## src/common/fifo_geom_pkg.sv

```systemverilog
// Storage geometry and prefetch constants shared by the dual-clock FIFO blocks
package fifo_geom_pkg;

    ////////////////////
    // Storage array defaults

    // Address width of the storage array, 256 words
    parameter int ADDR_W = 8;

    // Word width carried from fifodi to fifodout
    parameter int DATA_W = 32;

    ////////////////////
    // Read side pipeline

    // Words held by the prefetch queue, the presented word included
    parameter int PF_DEPTH = 5;

    // Cycles from a read strobe to data at the RAM output registers
    parameter int RAM_RD_LAT = 3;

endpackage
```

## src/common/fifo_rd_if.sv

```systemverilog
// Read-domain link between the pointer controller, the storage RAM and the prefetch queue
`timescale 1ns/1ns

interface fifo_rd_if #(
    parameter int ADDR_W = 8,
    parameter int DATA_W = 32
);

    logic              notempty;  // Synced occupancy above zero
    logic              fiford;    // Prefetch asks for one more word
    logic              flush_rd;  // Flush in progress, read side
    logic [ADDR_W-1:0] ra;
    logic              re;
    logic [DATA_W-1:0] rdata;

    ////////////////////
    // Views per block

    modport ctrl (input fiford, output notempty, output flush_rd, output ra, output re);

    modport mem (input re, input ra, output rdata);

    modport pf (input notempty, input flush_rd, input rdata, output fiford);

endinterface

```

## src/rdfifo/rd_prefetch.sv

```systemverilog
// Read-side prefetch queue, reads ahead from the RAM and presents words on a ready/get port
`timescale 1ns/1ns

module rd_prefetch #(
    parameter int DATA_W = 32
) (
    input  logic              rdclk,
    input  logic              rdrst,
    fifo_rd_if.pf             rd_link,
    input  logic              fifoget,
    output logic              fifordy,
    output logic [DATA_W-1:0] fifodout,
    output logic              fifovld,
    output logic              fiforderr
);

    localparam int DEPTH  = fifo_geom_pkg::PF_DEPTH;
    localparam int RD_LAT = fifo_geom_pkg::RAM_RD_LAT;
    localparam int IW     = $clog2(DEPTH);      // Queue index width
    localparam int CW     = $clog2(DEPTH + 1);  // Count width, up to DEPTH

    logic [DATA_W-1:0] q_mem [DEPTH];
    logic [IW-1:0]     q_wp;
    logic [IW-1:0]     q_rp;
    logic [CW-1:0]     q_cnt;
    logic [CW-1:0]     resv;      // Held words plus reads in flight
    logic [RD_LAT-1:0] tag_pipe;  // Follows each read through the RAM
    logic              arrive;
    logic              load_out;

    ////////////////////
    // Port side

    assign fifovld   = fifoget & fifordy;
    assign fiforderr = fifoget & ~fifordy;  // Nothing to take

    assign arrive   = tag_pipe[RD_LAT-1];
    assign load_out = (q_cnt != '0) & (~fifordy | fifovld);

    // Stop asking once every slot is spoken for
    assign rd_link.fiford = rd_link.notempty & ~rd_link.flush_rd & (resv < CW'(DEPTH));

    always_ff @(posedge rdclk)
    begin
        if (rdrst || rd_link.flush_rd)
        begin
            tag_pipe <= '0;  // In-flight reads are dropped
            resv     <= '0;
        end
        else
        begin
            tag_pipe[0] <= rd_link.fiford;
            for (int i = 1; i < RD_LAT; i++)
                tag_pipe[i] <= tag_pipe[i-1];

            case ({rd_link.fiford, fifovld})
                2'b10:   resv <= resv + 1'b1;
                2'b01:   resv <= resv - 1'b1;
                default: resv <= resv;
            endcase
        end
    end

    ////////////////////
    // Circular queue

    always_ff @(posedge rdclk)
    begin
        if (rdrst || rd_link.flush_rd)
        begin
            q_wp  <= '0;
            q_rp  <= '0;
            q_cnt <= '0;
        end
        else
        begin
            if (arrive)
                q_wp <= (q_wp == IW'(DEPTH - 1)) ? '0 : q_wp + 1'b1;
            if (load_out)
                q_rp <= (q_rp == IW'(DEPTH - 1)) ? '0 : q_rp + 1'b1;

            case ({arrive, load_out})
                2'b10:   q_cnt <= q_cnt + 1'b1;
                2'b01:   q_cnt <= q_cnt - 1'b1;
                default: q_cnt <= q_cnt;
            endcase
        end
    end

    always_ff @(posedge rdclk)
    begin
        if (arrive)
            q_mem[q_wp] <= rd_link.rdata;
    end

    ////////////////////
    // Output word

    always_ff @(posedge rdclk)
    begin
        if (rdrst || rd_link.flush_rd)
            fifordy <= 1'b0;
        else if (load_out)
            fifordy <= 1'b1;  // Head moves up, empty or just taken
        else if (fifovld)
            fifordy <= 1'b0;
    end

    always_ff @(posedge rdclk)
    begin
        if (load_out)
            fifodout <= q_mem[q_rp];
    end

endmodule

```

## src/flat_wrapper.sv

```systemverilog
// flat-port wrapper written by rule: the top's interface ports become plain ports
module rd_prefetch_flat 
#(
    parameter int DATA_W = 32
)
  (rdclk, rdrst, fifoget, fifordy, fifodout, fifovld, fiforderr, rd_link_notempty, rd_link_flush_rd, rd_link_rdata, rd_link_fiford);
  fifo_rd_if #(.DATA_W(DATA_W)) rd_link_i ();
  input  logic rdclk;
  input  logic rdrst;
  input  logic fifoget;
  output logic fifordy;
  output logic [DATA_W-1:0] fifodout;
  output logic fifovld;
  output logic fiforderr;
  input wire logic [$bits(rd_link_i.notempty)-1:0] rd_link_notempty;
  input wire logic [$bits(rd_link_i.flush_rd)-1:0] rd_link_flush_rd;
  input wire logic [$bits(rd_link_i.rdata)-1:0] rd_link_rdata;
  output wire logic [$bits(rd_link_i.fiford)-1:0] rd_link_fiford;
  assign rd_link_i.notempty = rd_link_notempty;
  assign rd_link_i.flush_rd = rd_link_flush_rd;
  assign rd_link_i.rdata = rd_link_rdata;
  assign rd_link_fiford = rd_link_i.fiford;
  rd_prefetch #(.DATA_W(DATA_W)) u_core (.rdclk(rdclk), .rdrst(rdrst), .rd_link(rd_link_i), .fifoget(fifoget), .fifordy(fifordy), .fifodout(fifodout), .fifovld(fifovld), .fiforderr(fiforderr));
endmodule
```

## config.mk

```make
export PLATFORM = sky130hd
export DESIGN_NAME = rd_prefetch_flat
export DESIGN_NICKNAME = d
export VERILOG_FILES = /design/src/common/fifo_geom_pkg.sv /design/src/common/fifo_rd_if.sv /design/src/rdfifo/rd_prefetch.sv /design/src/flat_wrapper.sv
export SDC_FILE = /design/constraint.sdc
export NUM_CORES = 1
export LEC_CHECK = 0
export BUFFER_PORTS_ARGS = -buffer_cell sky130_fd_sc_hd__buf_2
export CAP_MARGIN = 20
export CORE_UTILIZATION = 25
export CTS_CLUSTER_SIZE = 14
export DETAILED_ROUTE_END_ITERATION = 6
export SETUP_SLACK_MARGIN = 0.5
export SYNTH_ARGS = -nofsm -noshare
export SYNTH_HDL_FRONTEND = slang
export SYNTH_SLANG_ARGS = --single-unit
```

## constraint.sdc

```tcl
create_clock -name rdclk -period 3.5 [get_ports rdclk]
set_clock_uncertainty 0.15 [all_clocks]
set_input_delay 0.35 -clock rdclk [delete_from_list [all_inputs] [get_ports rdclk]]
set_output_delay 0.35 -clock rdclk [all_outputs]
set_load 0.01 [all_outputs]
```

==> load_flow_metrics.sql, run 1 <==
INSERT INTO impl_metrics (metric_group, metric, value, unit) VALUES
('worst_setup_path', 'critical_path.max_stage_delay', '0.70', 'ns'),
('synthesis', 'leading_post_synthesis_cells_by_cell_area', 'edfxtp_1 74%, mux4_2 8.1%, mux2_2 4.6%', ''),
('clock_network', 'htree_levels', '1', ''),
('power_and_ir_drop', 'power.share.switching', '19.11', '%'),
('floorplanning', 'start_util', '25.42', '%'),
('route', 'route.detailed.wl_per_inst', '17.27', 'µm'),
('power_and_ir_drop', 'share_clk_of_total_power', '43.4', '%'),
('power_and_ir_drop', 'comb_power_share', '1.8', '%'),
('run_status', 'status', 'complete, no violations', ''),
('floorplanning', 'design.core.area', '0.03059', 'mm²'),
('global_route', 'globalRoute.totalOverflow', '0', ''),
('clock_network', 'cts_resized', '0', ''),
('worst_setup_path', 'critical_path.reg2reg.startpoint', 'u_core.q_rp[0]', ''),
('synthesis', 'compound_gate_fraction_of_synth_area', '1.191', '%'),
('worst_setup_path', 'worst-setup-path-type', 'flip-flop to flip-flop', ''),
('worst_setup_path', 'crit_path_max_fanout', '16', ''),
('worst_setup_path', 'startpoint', 'u_core.q_rp[0]', ''),
('global_route', 'total_global_route_track_usage', '9.968', '%'),
('placed_design', 'gp_congestion', '0.6929', ''),
('route', 'vias_per_cell', '4.184', ''),
('clock_network', 'cts-root-buf', 'clkbuf_16', ''),
('min_path', 'timing.hold.worst.class', 'input port to flip-flop', ''),
('min_path', 'worst_hold_path.num_cells', '3', ''),
('layout', 'fin_nets', '531', ''),
('synthesis', 'syn_area', '0.007775', 'mm²'),
('global_route', 'number_of_global_route_vias_before_repair', '4069', ''),
('synthesis', 'post_synth_and_or_nand_nor_area_fraction', '2.398', '%'),
('synthesis', 'netlist-cell-type-count', '33', ''),
('clock_network', 'clk_pin_slew_worst_paths', '0.06', 'ns'),
('clock_network', 'cts_sinks', '208', ''),
('job', 'max_cap_violations', '0', ''),
('clock_network', 'insertion_delay', '0.49', 'ns'),
('clock_network', 'ctsLongestPathBuffers', '3', ''),
('global_route', 'grt_start_max_net_pins', '36', ''),
('worst_setup_path', 'crit_required', '3.61', 'ns'),
('placed_design', 'io_buffer_count', '72', ''),
('power_and_ir_drop', 'net-switching-power', '0.9457', 'mW'),
('layout', 'layout-area-overhead-vs-synth', '23.88', '%'),
('route', 'firstDrtPassIters', '4', ''),
('synthesis', 'yosys_register_bits', '208', ''),
('floorplanning', 'die_width', '178.4', 'µm'),
('layout', 'post-route-util', '31.49', '%'),
('synthesis', 'syn_nets', '406', ''),
('sta', 'tightestPinTransition', '1.044', 'ns'),
('worst_setup_path', 'crit_slowest_cell', 'dfxtp_2', ''),
('power_and_ir_drop', 'total_leakage_power', '3.122', 'nW'),
('worst_setup_path', 'reg2reg_depth', '3', ''),
('synthesis', 'synth_mux_area_share', '14.35', '%'),
('sta', 'finalSetupViolCount', '0', ''),
('layout', 'design_area', '0.009632', 'mm²'),
('global_route', 'antenna_found_initial', '2', ''),
('global_route', 'grt_first_pass_wirelength', '23690', 'µm'),
('route', 'drt_wl_total', '15490', 'µm'),
('synthesis', 'synth_fa_ha_area_share', '1.481', '%'),
('floorplanning', 'dieArea', '0.03181', 'mm²'),
('worst_setup_path', 'critPathCaptureType', 'flip-flop', ''),
('synthesis', 'post_synth.cell_area_avg', '21.54', 'µm²'),
('clock_network', 'cts_made_buffers', '21', ''),
('synthesis', 'synth-warning-count', '0', ''),
('sta', 'relSlewSlack', '30.42', '%'),
('synthesis', 'synth_top_area_cell', 'edfxtp_1', ''),
('route', 'route.detailed.drc', '0', ''),
('floorplanning', 'rows', '64', ''),
('synthesis', 'xor_xnor_share_of_the_synthesized_area', '0.4506', '%'),
('sta', 'setup-tns-final', '0', 'ns'),
('sta', 'fmax', '440.7', 'MHz'),
('sta', 'finalMaxSlewViolations', '0', ''),
('floorplanning', 'num_io_pins', '73', ''),
('clock_network', 'cts_tree', 'built', ''),
('worst_setup_path', 'timing.critical_path.cells', 'buf_4 > mux4_2 > mux2_2', ''),
('power_and_ir_drop', 'powerDensity', '513.9', 'mW/mm²');
[cell type report]
type | count | area [µm²]
Sequential cell | 208 | 6090
Timing Repair Buffer | 115 | 765.7
Inverter | 9 | 33.78
Antenna cell | 1 | 2.502
Multi-Input combinational cell | 131 | 1589
Fill cell | 2982 | 20960
Clock inverter | 14 | 122.6
Tap cell | 396 | 495.5
Clock buffer | 23 | 533.0
[cells in the mapped netlist, drive strengths merged]
master	count
edfxtp	192
mux2	32
mux4	32
dfxtp	16
nor2	14
buf	9
inv	9
a21oi	8
ha	6
o21ai	6
clkbuf	4
and2	3
nor2b	3
nor3	3
or3	3
xor2	3
fa	2
mux2i	2
nand2	2
nand2b	2
nand4	2
a22oi	1
nand3b	1
nand4b	1
nor3b	1
o21a	1
o31ai	1
or2	1
xnor2	1
[power by group through the flow]
stage | clock network (mW) | logic (mW) | registers (mW)
final | 2.15 | 0.0901 | 2.71
after detailed placement | 0 | 0.0603 | 2.76
after CTS | 2.21 | 0.0920 | 2.71
after global placement | 0 | 0.0550 | 2.76
after floorplan | 0 | 0.0134 | 2.76
after global routing | 2.29 | 0.100 | 2.71
[flip-flops by register name, indices dropped and copies added (netlist names)]
register / count
u_core.fifodout: 32
u_core.fifordy: 1
u_core.q_cnt: 3
u_core.q_mem: 160
u_core.q_rp: 3
u_core.q_wp: 3
u_core.resv: 3
u_core.tag_pipe: 3
[worst reg2reg max path, cell delays in order, from the launching register on]
cell and delay [ns]:
dfxtp_2 0.70, buf_4 0.37, mux4_2 0.54, mux2_2 0.28
[how the worst min path moves through the flow]
stage,end,slack (ns),start
final,u_core.q_wp[0],0.004,rd_link_flush_rd
after global routing,u_core.tag_pipe[0],0.03,rd_link_notempty
after CTS,u_core.q_wp[0],0.0002,rd_link_flush_rd
after detailed placement,u_core.tag_pipe[1],0.26,u_core.tag_pipe[0]
after global placement,u_core.tag_pipe[2],0.26,u_core.tag_pipe[1]
after floorplan,u_core.tag_pipe[1],0.26,u_core.tag_pipe[0]
[metal layers]
metal,vias up,GRT usage [%],routed length [µm]
li1,1712,-,-
met1,1918,12.50,6564
met2,92,17.12,7861
met3,29,2.217,751
met4,2,2.895,298
met5,-,0,13
[cell usage in the layout (no fill, tap or decap), types with 2 or more instances in the layout]
master         instances
a21oi_1                8
and2_1                 3
buf_2                 72
buf_4                 10
bufinv_16              2
clkbuf_1               2
clkbuf_16             21
clkinv_1               6
clkinv_2               4
dfxtp_1               13
dfxtp_2                3
dlygate4sd3_1         33
edfxtp_1             192
fa_1                   2
ha_1                   6
inv_1                  9
mux2_2                32
mux2i_1                2
mux4_1                 4
mux4_2                28
nand2_1                2
nand2b_1               2
nand4_1                2
nor2_1                11
nor2_4                 3
nor2b_1                3
nor3_2                 2
o21ai_0                6
or3_1                  3
xor2_1                 3
[kinds of logic (layout without fill, tap and decap cells)]
logic type	count (synthesis)	count (layout)
other	0	1
buffers and inverters	22	161
flip-flops	208	208
AND/OR/NAND/NOR	36	36
multiplexers	66	66
adder cells (fa/ha/maj)	8	8
AO/OA/AOI/OAI	17	17
XOR/XNOR	4	4
[stage by stage]
| stage | hold slack (ns) | power [mW] | setup slack (ns) |
|---|---|---|---|
| after floorplan | 0.2557 | 2.778 | 0.1540 |
| after global placement | 0.2606 | 2.818 | 1.181 |
| after detailed placement | 0.2637 | 2.824 | 1.146 |
| after CTS | 0.0002490 | 5.010 | 1.154 |
| after global routing | 0.03150 | 5.094 | 1.084 |
| final | 0.004288 | 4.950 | 1.231 |
[what timing repair did]
item | in CTS | in global routing
buffers inserted | 0 | 0
endpoints found under the hold margin | 161 | 0
hold buffers | 33 | 0
Power figures use the tool's default switching activity.
==> run 2, diff against run 1 <==
==> constraint.sdc (replaced) <==
create_clock -name rdclk -period 2.2 [get_ports rdclk]
set_clock_uncertainty 0.15 [all_clocks]
set_input_delay 0.22 -clock rdclk [delete_from_list [all_inputs] [get_ports rdclk]]
set_output_delay 0.22 -clock rdclk [all_outputs]
set_load 0.01 [all_outputs]
==> run 2 against run 1 <==
Effect of this change: core utilization grew 2.1 points; final cell count grew 2.9%; sequential share of layout area shrank 3.7 points; wire length grew 1.9%; design area grew 6.6%; sequential power grew 59%; worst setup slack lost 1.0 ns; via count grew 3.6%; total power grew 67%; combinational power grew 73%; first-iteration DRC count shrank 51%; critical path type unchanged.
==> load_flow_metrics.sql, run 2 (synthesis results as in run 1) <==
INSERT INTO impl_metrics (metric_group, metric, value, unit) VALUES
('run_status', 'status', 'complete, no violations', ''),
('placed_design', 'hpwl', '9544', 'µm'),
('route', 'drtAntennaViolNets', '0', ''),
('floorplanning', 'die_width', '178.4', 'µm'),
('clock_network', 'cts_tree', 'built', ''),
('floorplanning', 'design.core.area', '0.03059', 'mm²'),
('clock_network', 'ctsLongestPathBuffers', '3', ''),
('worst_setup_path', 'critical_path.reg2reg.startpoint', 'u_core.resv[0]', ''),
('power_and_ir_drop', 'ir_drop', '449.8', 'µV'),
('layout', 'final_cells', '923', ''),
('sta', 'grt_setup_unrepaired', 'yes', ''),
('worst_setup_path', 'critical_path_arrival', '2.31', 'ns'),
('worst_setup_path', 'critical_path.reg2reg.endpoint', 'u_core.resv[2]', ''),
('floorplanning', 'start_util', '25.42', '%'),
('route', 'drt_wl_total', '15790', 'µm'),
('clock_network', 'htree_levels', '1', ''),
('worst_setup_path', 'crit_required', '2.50', 'ns'),
('global_route', 'number_of_global_route_vias_before_repair', '4360', ''),
('power_and_ir_drop', 'total_leakage_power', '3.342', 'nW'),
('power_and_ir_drop', 'net-switching-power', '1.590', 'mW'),
('worst_setup_path', 'reg2reg_depth', '7', ''),
('layout', 'largest_registers', 'u_core.q_mem (160), u_core.fifodout (32)', ''),
('power_and_ir_drop', 'powerDensity', '805.3', 'mW/mm²'),
('route', 'firstDrtPassIters', '4', ''),
('floorplanning', 'die_height', '178.4', 'µm'),
('power_and_ir_drop', 'finalPower', '8.271', 'mW'),
('clock_network', 'cts_sinks', '208', ''),
('worst_setup_path', 'crit_path_max_fanout', '2', ''),
('worst_setup_path', 'cp-start-kind', 'flip-flop', ''),
('min_path', 'worst_hold_path.num_cells', '3', ''),
('global_route', 'grt_first_pass_wirelength', '24420', 'µm'),
('floorplanning', 'num_io_pins', '73', ''),
('route', 'drt_iter0_drc', '166', ''),
('layout', 'largest_reg_flops', '160', ''),
('route', 'route.detailed.wl_per_inst', '17.10', 'µm'),
('sta', 'timing.final.hold_violations', '0', ''),
('job', 'max_cap_violations', '0', ''),
('floorplanning', 'dieArea', '0.03181', 'mm²'),
('sta', 'finalSetupViolCount', '0', ''),
('layout', 'register_area', '0.006115', 'mm²'),
('layout', 'registers.top_by_ff_count', 'u_core.q_mem', ''),
('power_and_ir_drop', 'power.share.switching', '19.22', '%'),
('global_route', 'globalRoute.totalOverflow', '0', ''),
('placed_design', 'post-place-cells', '830', ''),
('layout', 'mostFrequentLayoutCells', '192 x edfxtp_1, 71 x buf_2, 35 x dlygate4sd3_1', ''),
('clock_network', 'cts-root-buf', 'clkbuf_16', ''),
('worst_setup_path', 'critPathCaptureType', 'flip-flop', ''),
('min_path', 'hold_path_startpoint', 'rd_link_flush_rd', ''),
('sta', 'tightestPinTransition', '0.5212', 'ns'),
('sta', 'fmax', '495.4', 'MHz'),
('sta', 'finalCritPeriodShare', '91.76', '%'),
('power_and_ir_drop', 'share_clk_of_total_power', '46.0', '%'),
('layout', 'multiInputGateArea', '0.001678', 'mm²'),
('global_route', 'total_global_route_track_usage', '10.22', '%'),
('sta', 'finalCriticalPeriod', '2.019', 'ns'),
('power_and_ir_drop', 'comb_power_share', '1.9', '%'),
('sta', 'finalMaxSlewViolations', '0', ''),
('clock_network', 'cts_made_buffers', '23', ''),
('sta', 'relSlewSlack', '65.26', '%'),
('placed_design', 'gp_congestion', '0.6387', ''),
('route', 'route.detailed.drc', '0', ''),
('layout', 'layout-area-overhead-vs-synth', '32.10', '%'),
('sta', 'setup-tns-final', '0', 'ns'),
('global_route', 'antenna_found_initial', '1', ''),
('clock_network', 'insertion_delay', '0.51', 'ns'),
('min_path', 'timing.hold.worst.class', 'input port to flip-flop', ''),
('worst_setup_path', 'worst-r2r-setup-slack', '0.18', 'ns'),
('global_route', 'grt_start_max_net_pins', '33', ''),
('layout', 'post_route_cells_drive_above_1_share', '44.78', '%'),
('layout', 'num_antenna_cells', '0', ''),
('min_path', 'min_delay_worst_endpoint', 'u_core.resv[2]', ''),
('power_and_ir_drop', 'p_int', '6.681', 'mW'),
('clock_network', 'clk_pin_slew_worst_paths', '0.06', 'ns'),
('floorplanning', 'rows', '64', ''),
('layout', 'fin_nets', '555', ''),
('layout', 'layout.cells.most_common', 'edfxtp_1', ''),
('layout', 'num-fill-cells', '2907', ''),
('route', 'vias_per_cell', '4.211', ''),
('power_and_ir_drop', 'power_frac_seq', '52.1', '%'),
('worst_setup_path', 'worst-setup-path-type', 'flip-flop to flip-flop', ''),
('placed_design', 'io_buffer_count', '72', ''),
('route', 'dr_total_vias', '3887', '');
==> run 2: changes by cell type in the layout (fill, tap and decap cells not counted), sizes merged <==
| cell | change |
|---|---|
| buf | +20 |
| clkinvlp | +4 |
| clkbuf | +3 |
| clkinv | -3 |
| dlygate4sd3 | +2 |
| bufinv | +1 |
| diode | -1 |
==> run 2: final cells by class <==
type,instances,share of cell area [%]
timing repair buffer,137,11.51
clock buffer,26,5.713
multi-input combinational,131,16.34
sequential,208,59.53
tap,396,4.824
clock inverter,16,1.754
inverter,9,0.3289
==> run 2: critical path: stages, from the launching register on <==
cell and delay [ns]:
dfxtp_4 0.36, o21ai_4 0.15, nand3b_1 0.14, ha_2 0.23
fa_2 0.34, xnor2_1 0.14, or3_1 0.32, a21oi_2 0.11
==> run 2: worst max path at each step <==
| stage | start | slack, ns | endpoint |
|---|---|---|---|
| 2_1_floorplan | u_core.fifordy | -0.18 | u_core.q_cnt[2] |
| 3_3_place_gp | u_core.q_rp[0] | 0.27 | u_core.fifodout[18] |
| 3_5_place_dp | u_core.resv[1] | 0.14 | u_core.resv[2] |
| 4_1_cts | u_core.fifordy | 0.22 | u_core.q_cnt[2] |
| 5_1_grt | u_core.resv[0] | 0.15 | u_core.resv[2] |
| 6_report | u_core.resv[0] | 0.18 | u_core.resv[2] |
==> run 2: power by group through the flow <==
| stage | sequential (mW) | combinational [mW] | clock, mW |
|---|---|---|---|
| 2_1_floorplan | 4.40 | 0.0224 | 0 |
| 3_3_place_gp | 4.39 | 0.0896 | 0 |
| 3_5_place_dp | 4.39 | 0.100 | 0 |
| 4_1_cts | 4.31 | 0.159 | 3.90 |
| 5_1_grt | 4.30 | 0.172 | 4.05 |
| 6_report | 4.31 | 0.156 | 3.81 |
==> run 2: routing by layer <==
layer | track usage [%] | share of wire [%] | vias up
met5 | 0 | 0.082 | -
met4 | 2.684 | 1.9 | 2
met3 | 2.280 | 4.7 | 27
met2 | 18.48 | 52 | 85
met1 | 12.13 | 41 | 2023
li1 | - | - | 1750
==> run 2: metrics by stage <==
step                hold WS [ns]  util [%]  worst slack [ns]  area, µm²
global placement          0.2559     29.03            0.2735       8880
detailed placement        0.2650     29.03            0.1394       8880
finish                   0.03904     33.58            0.1814      10270
floorplan                 0.1424         -           -0.1820       7889
CTS                      0.03640     33.46            0.2208      10240
global route             0.05118     33.58            0.1510      10270
==> run 2: what timing repair did <==
item | in CTS | in global routing
endpoints found under the setup margin | 60 | 38
endpoints found under the hold margin | 164 | 0
resized for setup | 19 | 7
cloned | 2 | 0
pin swaps | 5 | 4
hold buffers | 35 | 0
setup buffers | 13 | 1
